`src/fc_cfg.svh`:
```
// Sizing and quantization macros for the FC core, included by the package, RTL and testbench
`ifndef FC_CFG_SVH
`define FC_CFG_SVH

////////////////////////////////////////
// Array shape
////////////////////////////////////////

// Output neurons computed in parallel
`define FC_LANES        4

// Feature, weight, bias and output width
`define FC_DATA_W       8

// Accumulator width
`define FC_ACC_W        28

////////////////////////////////////////
// Pipeline and requantization
////////////////////////////////////////

`define FC_MUL_STAGES   8
`define FC_QUANT_SHIFT  6
`define FC_ACT_MAX      127

`endif
```
`src/fc_pkg.sv`:
```
// Shared data, vector and control types of the FC core, imported by RTL and testbench
`default_nettype none

`include "fc_cfg.svh"

package fc_pkg;

  // One int8 feature, weight, bias or output value
  typedef logic signed [`FC_DATA_W-1:0] act_t;

  // One value per output neuron
  typedef act_t [`FC_LANES-1:0] act_vec_t;

  // Full-precision product of two int8 values
  typedef logic signed [2*`FC_DATA_W-1:0] prod_t;

  typedef logic signed [`FC_ACC_W-1:0] acc_t;

  typedef acc_t [`FC_LANES-1:0] acc_vec_t;

  // Framing flags that travel alongside the data
  typedef struct packed {
    logic valid;
    logic first;
    logic last;
  } beat_ctl_t;

  typedef logic [$clog2(`FC_LANES)-1:0] lane_idx_t;

endpackage

`default_nettype wire

```
`src/fc_beat_if.sv`:
```
// Input beat bus from the core top level into the MAC array, driven via src and read via dst
`timescale 1ns/1ps
`default_nettype none

interface fc_beat_if import fc_pkg::*; ();

  logic     valid;
  logic     first;
  logic     last;
  act_t     feat;
  act_vec_t weight;
  // Only meaningful on a beat flagged last
  act_vec_t bias;

  modport src (
    output valid, first, last, feat, weight, bias
  );

  modport dst (
    input valid, first, last, feat, weight, bias
  );

endinterface

`default_nettype wire

```
`src/fc_core.sv`:
```
// Top level of the FC dot-product engine, instantiated by the testbench or a parent design
`timescale 1ns/1ps
`default_nettype none

module fc_core import fc_pkg::*; (
  input  logic      clk,
  input  logic      rstn,
  input  logic      in_valid,
  input  logic      in_first,
  input  logic      in_last,
  input  act_t      in_feat,
  input  act_vec_t  in_weight,
  input  act_vec_t  in_bias,
  output logic      out_valid,
  output act_vec_t  out_data,
  output lane_idx_t out_max_idx
);

  logic     acc_valid;
  acc_vec_t acc;
  act_vec_t acc_bias;

  // Input beat bus
  fc_beat_if beat_bus ();

  assign beat_bus.valid  = in_valid;
  assign beat_bus.first  = in_first;
  assign beat_bus.last   = in_last;
  assign beat_bus.feat   = in_feat;
  assign beat_bus.weight = in_weight;
  assign beat_bus.bias   = in_bias;

  mac_array mac_i (
    .clk       (clk),
    .rstn      (rstn),
    .beat      (beat_bus.dst),
    .acc_valid (acc_valid),
    .acc       (acc),
    .bias      (acc_bias)
  );

  fc_output_stage out_i (
    .clk         (clk),
    .rstn        (rstn),
    .acc_valid   (acc_valid),
    .acc         (acc),
    .bias        (acc_bias),
    .out_valid   (out_valid),
    .out_data    (out_data),
    .out_max_idx (out_max_idx)
  );

endmodule

`default_nettype wire

```
`src/fc_output_stage.sv`:
```
// Bias add, ReLU, requantization and lane argmax on each finished vector, one register stage
`timescale 1ns/1ps
`default_nettype none

`include "fc_cfg.svh"

module fc_output_stage import fc_pkg::*; (
  input  logic      clk,
  input  logic      rstn,
  input  logic      acc_valid,
  input  acc_vec_t  acc,
  input  act_vec_t  bias,
  output logic      out_valid,
  output act_vec_t  out_data,
  output lane_idx_t out_max_idx
);

  acc_t      sum [`FC_LANES];
  acc_t      scaled [`FC_LANES];
  act_vec_t  res;
  act_t      best;
  lane_idx_t max_idx;

  always_comb begin
    for (int i = 0; i < `FC_LANES; i++) begin
      sum[i]    = acc[i] + acc_t'(bias[i]);
      scaled[i] = sum[i] >>> `FC_QUANT_SHIFT;
      // ReLU first, then clamp to the int8 ceiling
      if (sum[i] < 0) begin
        res[i] = '0;
      end else if (scaled[i] > `FC_ACT_MAX) begin
        res[i] = act_t'(`FC_ACT_MAX);
      end else begin
        res[i] = act_t'(scaled[i]);
      end
    end
    // Strict compare keeps the lowest index on ties
    best    = res[0];
    max_idx = '0;
    for (int i = 1; i < `FC_LANES; i++) begin
      if (res[i] > best) begin
        best    = res[i];
        max_idx = lane_idx_t'(i);
      end
    end
  end

  always_ff @(posedge clk) begin
    if (!rstn) begin
      out_valid   <= 1'b0;
      out_max_idx <= '0;
    end else begin
      out_valid <= acc_valid;
      if (acc_valid) begin
        out_max_idx <= max_idx;
      end
    end
  end

  always_ff @(posedge clk) begin
    if (acc_valid) begin
      out_data <= res;
    end
  end

  // Results come as isolated strobes
  assert property (@(posedge clk) disable iff (!rstn) out_valid |=> !out_valid)
    else $error("fc_output_stage: out_valid high in consecutive cycles");

  for (genvar i = 0; i < `FC_LANES; i++) begin : g_range_chk
    assert property (@(posedge clk) disable iff (!rstn)
      out_valid |-> (out_data[i] >= 0) && (out_data[i] <= `FC_ACT_MAX))
      else $error("fc_output_stage: lane %0d outside 0..%0d", i, `FC_ACT_MAX);
  end

endmodule

`default_nettype wire

```
`src/mac_array.sv`:
```
// Four-lane multiply-accumulate array fed by the beat bus that reports one accumulator set per vector
`timescale 1ns/1ps
`default_nettype none

`include "fc_cfg.svh"

module mac_array import fc_pkg::*; (
  input  logic     clk,
  input  logic     rstn,
  fc_beat_if.dst   beat,
  output logic     acc_valid,
  output acc_vec_t acc,
  output act_vec_t bias
);

  beat_ctl_t ctl_in;
  beat_ctl_t ctl_al;
  prod_t     prod [`FC_LANES];
  acc_vec_t  acc_q;
  logic      last_q;

  // Framing flags are dropped on idle cycles
  always_comb begin
    ctl_in.valid = beat.valid;
    ctl_in.first = beat.valid & beat.first;
    ctl_in.last  = beat.valid & beat.last;
  end

  ////////////////////////////////////////
  // Multipliers with the feature shared by all lanes
  ////////////////////////////////////////

  for (genvar i = 0; i < `FC_LANES; i++) begin : g_lane
    signed_mul_pipe mul_i (
      .clk (clk),
      .a   (beat.feat),
      .b   (beat.weight[i]),
      .p   (prod[i])
    );
  end

  fc_delay_line #(
    .payload_t (beat_ctl_t),
    .depth     (`FC_MUL_STAGES)
  ) ctl_dly_i (
    .clk  (clk),
    .rstn (rstn),
    .d    (ctl_in),
    .q    (ctl_al)
  );

  // One extra stage so the biases line up with acc_valid
  fc_delay_line #(
    .payload_t (act_vec_t),
    .depth     (`FC_MUL_STAGES + 1)
  ) bias_dly_i (
    .clk  (clk),
    .rstn (rstn),
    .d    (beat.bias),
    .q    (bias)
  );

  ////////////////////////////////////////
  // Accumulators
  ////////////////////////////////////////

  always_ff @(posedge clk) begin
    for (int i = 0; i < `FC_LANES; i++) begin
      if (ctl_al.valid) begin
        acc_q[i] <= ctl_al.first ? acc_t'(prod[i]) : acc_q[i] + acc_t'(prod[i]);
      end
    end
  end

  always_ff @(posedge clk) begin
    if (!rstn) begin
      last_q <= 1'b0;
    end else begin
      last_q <= ctl_al.valid & ctl_al.last;
    end
  end

  assign acc_valid = last_q;
  assign acc       = acc_q;

  // The source raises first or last only on a real beat
  assert property (@(posedge clk) disable iff (!rstn)
    (beat.first || beat.last) |-> beat.valid)
    else $error("mac_array: first or last flag on the beat bus without valid");

endmodule

`default_nettype wire

```
`src/signed_mul_pipe.sv`:
```
// Eight-stage signed int8 multiplier, one operand pair per cycle, product after eight cycles
`timescale 1ns/1ps
`default_nettype none

module signed_mul_pipe import fc_pkg::*; (
  input  logic  clk,
  input  act_t  a,
  input  act_t  b,
  output prod_t p
);

  logic [7:0]  a_mag;
  logic [7:0]  b_mag;
  logic [7:0]  pp [8];
  logic [7:0]  pp_q [8];
  logic [6:0]  sign_sr;
  logic [5:0]  lo2 [4];
  logic [5:0]  lo2_q [4];
  logic [2:0]  hi2e_q [4];
  logic [3:0]  hi2o_q [4];
  logic [4:0]  hi3 [4];
  logic [9:0]  s3_q [4];
  logic [7:0]  lo4 [2];
  logic [7:0]  lo4_q [2];
  logic [2:0]  hi4e_q [2];
  logic [4:0]  hi4o_q [2];
  logic [4:0]  hi5 [2];
  logic [11:0] s5_q [2];
  logic [9:0]  lo6;
  logic [9:0]  lo6_q;
  logic [2:0]  hi6e_q;
  logic [6:0]  hi6o_q;
  logic [6:0]  hi7;
  logic [15:0] mag_q;
  prod_t       p_q;

  // Magnitudes, -128 maps to 128 unsigned
  assign a_mag = a[7] ? ~a + 8'd1 : a;
  assign b_mag = b[7] ? ~b + 8'd1 : b;

  always_comb begin
    // Stage 1 partial products
    for (int i = 0; i < 8; i++) begin
      pp[i] = b_mag[i] ? a_mag : 8'd0;
    end
    // Stage 2 low bits of each pair, odd row weighted by 2
    // Stage 3 high bits plus carry
    for (int j = 0; j < 4; j++) begin
      lo2[j] = pp_q[2*j][4:0] + {pp_q[2*j+1][3:0], 1'b0};
      hi3[j] = hi2e_q[j] + hi2o_q[j] + lo2_q[j][5];
    end
    // Stages 4 and 5 pair the sums at a shift of 2
    for (int k = 0; k < 2; k++) begin
      lo4[k] = s3_q[2*k][6:0] + {s3_q[2*k+1][4:0], 2'b00};
      hi5[k] = hi4e_q[k] + hi4o_q[k] + lo4_q[k][7];
    end
    // Stages 6 and 7 at a shift of 4
    lo6 = s5_q[0][8:0] + {s5_q[1][4:0], 4'b0000};
    hi7 = hi6e_q + hi6o_q + lo6_q[9];
  end

  always_ff @(posedge clk) begin
    sign_sr <= {sign_sr[5:0], a[7] ^ b[7]};
    pp_q    <= pp;
    for (int j = 0; j < 4; j++) begin
      lo2_q[j]  <= lo2[j];
      hi2e_q[j] <= pp_q[2*j][7:5];
      hi2o_q[j] <= pp_q[2*j+1][7:4];
      s3_q[j]   <= {hi3[j], lo2_q[j][4:0]};
    end
    for (int k = 0; k < 2; k++) begin
      lo4_q[k]  <= lo4[k];
      hi4e_q[k] <= s3_q[2*k][9:7];
      hi4o_q[k] <= s3_q[2*k+1][9:5];
      s5_q[k]   <= {hi5[k], lo4_q[k][6:0]};
    end
    lo6_q  <= lo6;
    hi6e_q <= s5_q[0][11:9];
    hi6o_q <= s5_q[1][11:5];
    mag_q  <= {hi7, lo6_q[8:0]};
    // Stage 8 puts the sign back
    if (sign_sr[6]) begin
      p_q <= ~mag_q + 16'd1;
    end else begin
      p_q <= mag_q;
    end
  end

  assign p = p_q;

endmodule

`default_nettype wire

```
`src/fc_delay_line.sv`:
```
// Fixed-depth shift register for any payload type, used to align flags and biases with products
`timescale 1ns/1ps
`default_nettype none

module fc_delay_line #(
  parameter type payload_t = logic,
  parameter int  depth     = 1
) (
  input  logic     clk,
  input  logic     rstn,
  input  payload_t d,
  output payload_t q
);

  payload_t stage_q [depth];

  always_ff @(posedge clk) begin
    if (!rstn) begin
      for (int i = 0; i < depth; i++) begin
        stage_q[i] <= '0;
      end
    end else begin
      stage_q[0] <= d;
      for (int i = 1; i < depth; i++) begin
        stage_q[i] <= stage_q[i-1];
      end
    end
  end

  // Oldest entry leaves the line
  assign q = stage_q[depth-1];

endmodule

`default_nettype wire

```
`config.mk`:
```
export PLATFORM = sky130hd
export DESIGN_NAME = fc_core
export DESIGN_NICKNAME = d
export VERILOG_FILES = /design/src/fc_pkg.sv /design/src/fc_beat_if.sv /design/src/fc_core.sv /design/src/fc_output_stage.sv /design/src/mac_array.sv /design/src/signed_mul_pipe.sv /design/src/fc_delay_line.sv
export VERILOG_INCLUDE_DIRS = /design/src
export SDC_FILE = /design/constraint.sdc
export NUM_CORES = 2
export LEC_CHECK = 0
export BUFFER_PORTS_ARGS = -buffer_cell sky130_fd_sc_hd__buf_4
export CAP_MARGIN = 20
export CORE_MARGIN = 4
export CORE_UTILIZATION = 50
export CTS_BUF_LIST = sky130_fd_sc_hd__clkbuf_2
export CTS_CLUSTER_DIAMETER = 200
export DETAILED_ROUTE_END_ITERATION = 8
export PLACE_DENSITY_LB_ADDON = 0.15
export RECOVER_POWER = 25
export REMOVE_ABC_BUFFERS = 1
export SYNTH_ARGS = -nofsm -noshare
export SYNTH_HDL_FRONTEND = slang
export SYNTH_SLANG_ARGS = --single-unit
```
`constraint.sdc`:
```
create_clock -name clk -period 10.12 [get_ports clk]
set_clock_uncertainty 0.05 [all_clocks]
set_input_delay 1.518 -clock clk [delete_from_list [all_inputs] [get_ports clk]]
set_output_delay 1.518 -clock clk [all_outputs]
set_load 0.03 [all_outputs]
```
==> results.md <==
* Final ANT Viol Nets at 0
* Depth of the CTS H-tree at 5
* Largest net degree at the start of global routing at 114
* Routed wire length at 101500 um
* Cell leakage power at slightly below 30 nW
* CTS tree: built
* Site Rows at ~120
* Worst-path fanout max at 13
* Top FF cell, synth: dfxtp_1
* Worst min path class: register to register
* Initial antenna violation count at 2
* Fmax at around 0.11 GHz
* Critical Path Sink Type: register
* Via count at about 36000
* Synthesized area per cell at around 11 um2
* Final Hold Fails at 0
* I/O Buffers at approximately 110
* Final setup TNS at 0 ns
* CTS Buf Count at a little under 400
* Commonest non-fill, non-tap cell in the layout: dfxtp_1
* Critical Path RT at 11.44 ns
* CTS Sinks at about 1500
* Period utilization at 0.9054
* Post-CTS setup buffer count at 0
* Layout cells sized above 1 at 0.1314
* CP Class: register to register
* Cell count after synthesis at 5156
* 1st-iter DRT viols at 1563
* Most frequent cell on the critical path: a21oi_1
* CP startpoint kind: register
* Vias in the first global route at 35280
* Sequential Area at 32360 um2
* Post-layout net count at 6198
* Slowest cell on crit path: dfxtp_1
* DR WL/cell at around 14 um
* Crit path buf inv count at 2
* Die ar. at roughly 120000 um2
* FILL cells at 10030
* GPL Wtd Cong at around 0.83
* Number of synthesized flops with an enable pin at 144
* Critical path arrival at 10.48 ns
* Netlist cell types at 96
* Global-route wire length before repair at 169200 um
* Max Cap Violations at 0
* Die height at ~350 um
* Clock slew seen by the registers of the worst setup and hold paths at 0.12 ns
* Post-DP HPWL at 69610 um
* Drc violations at 0
* CTS Buffer Depth at 4
* CTS Root Cell: clkbuf_2
* Worst-Margin Slew at 1.171 ns
* Synthesized flop and latch total at 1544
* Remaining Overflow, GRT at 0
* TritonRoute pass-1 iters at 6
* Syn-to-layout area delta at 10.87%
* Outcome: finished, final reports clean
* Ys async rst share at 0
* Seq/Total Area, Yosys at 0.5644
* RSZ-0062 raised after global routing: no
* Maximum vdd drop at 0.08884 mV
* Chip Width at 346.6 um
* Max incr delay on CP at 0.55 ns
* Tmin final at between 9 and 10 ns
* CP top delay family: compound AO/OA/AOI/OAI gates
* Final Setup Violations at 0
* Top-Level Pins at 112
* Post-Syn Area at 57320 um2
* Starting Density at 0.5068
* Clock Latency Late Sink at 1.49 ns
* Synthesis Warnings at 0
* Vias per Instance at 4.813
* Most frequent cells in the layout: dfxtp_1 (1396), clkbuf_2 (542), ha_1 (424)
* Total GRT Usage at 0.1692
* Max Slew Vio Count at 0
* Pwr per Cell Area at 217.4 nW/um2
* Core area at 113100 um2
* Slew HR at 0.2191
* Area of the multi-input gates at ~23000 um2
* Post-Route Utilization at 0.5619
layer usage:
layer  up-vias  global-route usage  routed length, um
met3       147             0.03975               4114
met5         -                   0                  0
met2       521              0.2681              45680
met1     16350              0.2275              50000
li1      18510                   -                  -
met4         0             0.06088               1667
synth_stat cells (all sizes together), types with 133 or more instances:
library cell	instances	area share
ha	424	0.093
a21o	133	0.017
dfxtp	1400	0.49
inv	343	0.022
o21ai	237	0.021
nor2	398	0.026
xor2	135	0.021
edfxtp	144	0.075
a21oi	240	0.021
and2	327	0.036
nand2	219	0.014
xnor2	218	0.033
area by class of cell:
type,count,share of cell area
clock inverter,117,0.009567
multi-input combinational,3162,0.3669
tap,1500,0.02953
clock buffer,542,0.04268
timing repair buffer,169,0.02156
inverter,347,0.02049
sequential,1544,0.5092
antenna,2,0.00007874
what timing repair did:
action,in CTS,in global routing
gates resized for setup,0,1
endpoints found under the hold margin,37,0
endpoints found under the setup margin,0,2
hold buffers,39,0
cell families (layout without fill, tap and decap cells):
logic type | count (synthesis) | in the layout | synth area share
adder cells (fa/ha/maj) | 512 | 512 | 0.1233
AND/OR/NAND/NOR | 1362 | 1362 | 0.1214
other | 2 | 12 | 0.0001310
XOR/XNOR | 353 | 353 | 0.05393
flip-flops | 1544 | 1544 | 0.5644
multiplexers | 31 | 31 | 0.005784
AO/OA/AOI/OAI | 894 | 894 | 0.1009
buffers and inverters | 458 | 1175 | 0.03021
state kept, by name, indices dropped and copies added (netlist names), 32 cells and up:
register                   flops
mac_i.acc                    112
mac_i.bias_dly_i.stage_q     288
mac_i.g_lane.mul_i.hi2e_q     48
mac_i.g_lane.mul_i.hi2o_q     64
mac_i.g_lane.mul_i.hi4o_q     40
mac_i.g_lane.mul_i.lo2_q      96
mac_i.g_lane.mul_i.lo4_q      64
mac_i.g_lane.mul_i.lo6_q      40
mac_i.g_lane.mul_i.mag_q      64
mac_i.g_lane.mul_i.p          64
mac_i.g_lane.mul_i.pp_q      256
mac_i.g_lane.mul_i.s3_q      160
mac_i.g_lane.mul_i.s5_q       96
out_i.out_data                32
per-stage QoR:
step                      area, um2  instances  hold WS (ns)  worst slack [ns]  power (mW)
after floorplan               56920       5053        0.2596             1.408       9.452
after global placement        59840       6682        0.2599            0.7009       10.05
after detailed placement      59840       6682        0.2621            0.6977       10.11
after CTS                     63550       7380       0.01774            0.8054       14.08
after global routing          63550       7382       0.08036            0.1199       14.85
final                         63560       7383        0.2222            0.9575       13.82
final timing paths:
path / startpoint / endpoint / slack (ns) / cells after the start
max reg2reg: mac_i.bias_dly_i.stage_q[0][271] / out_i.out_max_idx[0] / 0.96 / 43
min: mac_i.g_lane[3].mul_i.pp_q[62] / mac_i.g_lane[3].mul_i.hi2e_q[0][1] / 0.22 / 0
max: mac_i.bias_dly_i.stage_q[0][271] / out_i.out_max_idx[0] / 0.96 / 43
min reg2reg: mac_i.g_lane[3].mul_i.pp_q[62] / mac_i.g_lane[3].mul_i.hi2e_q[0][1] / 0.22 / 0
where the power goes:
part / leakage [nW] / total [mW] / internal, mW / switching, mW
Combinational: 13.5 / 2.40 / 1.13 / 1.27
Sequential: 12.9 / 7.56 / 7.16 / 0.400
Clock: 2.54 / 3.85 / 1.56 / 2.29
Total: 28.9 / 13.8 / 9.86 / 3.96
Note: power is estimated with default switching activity, not from simulation.
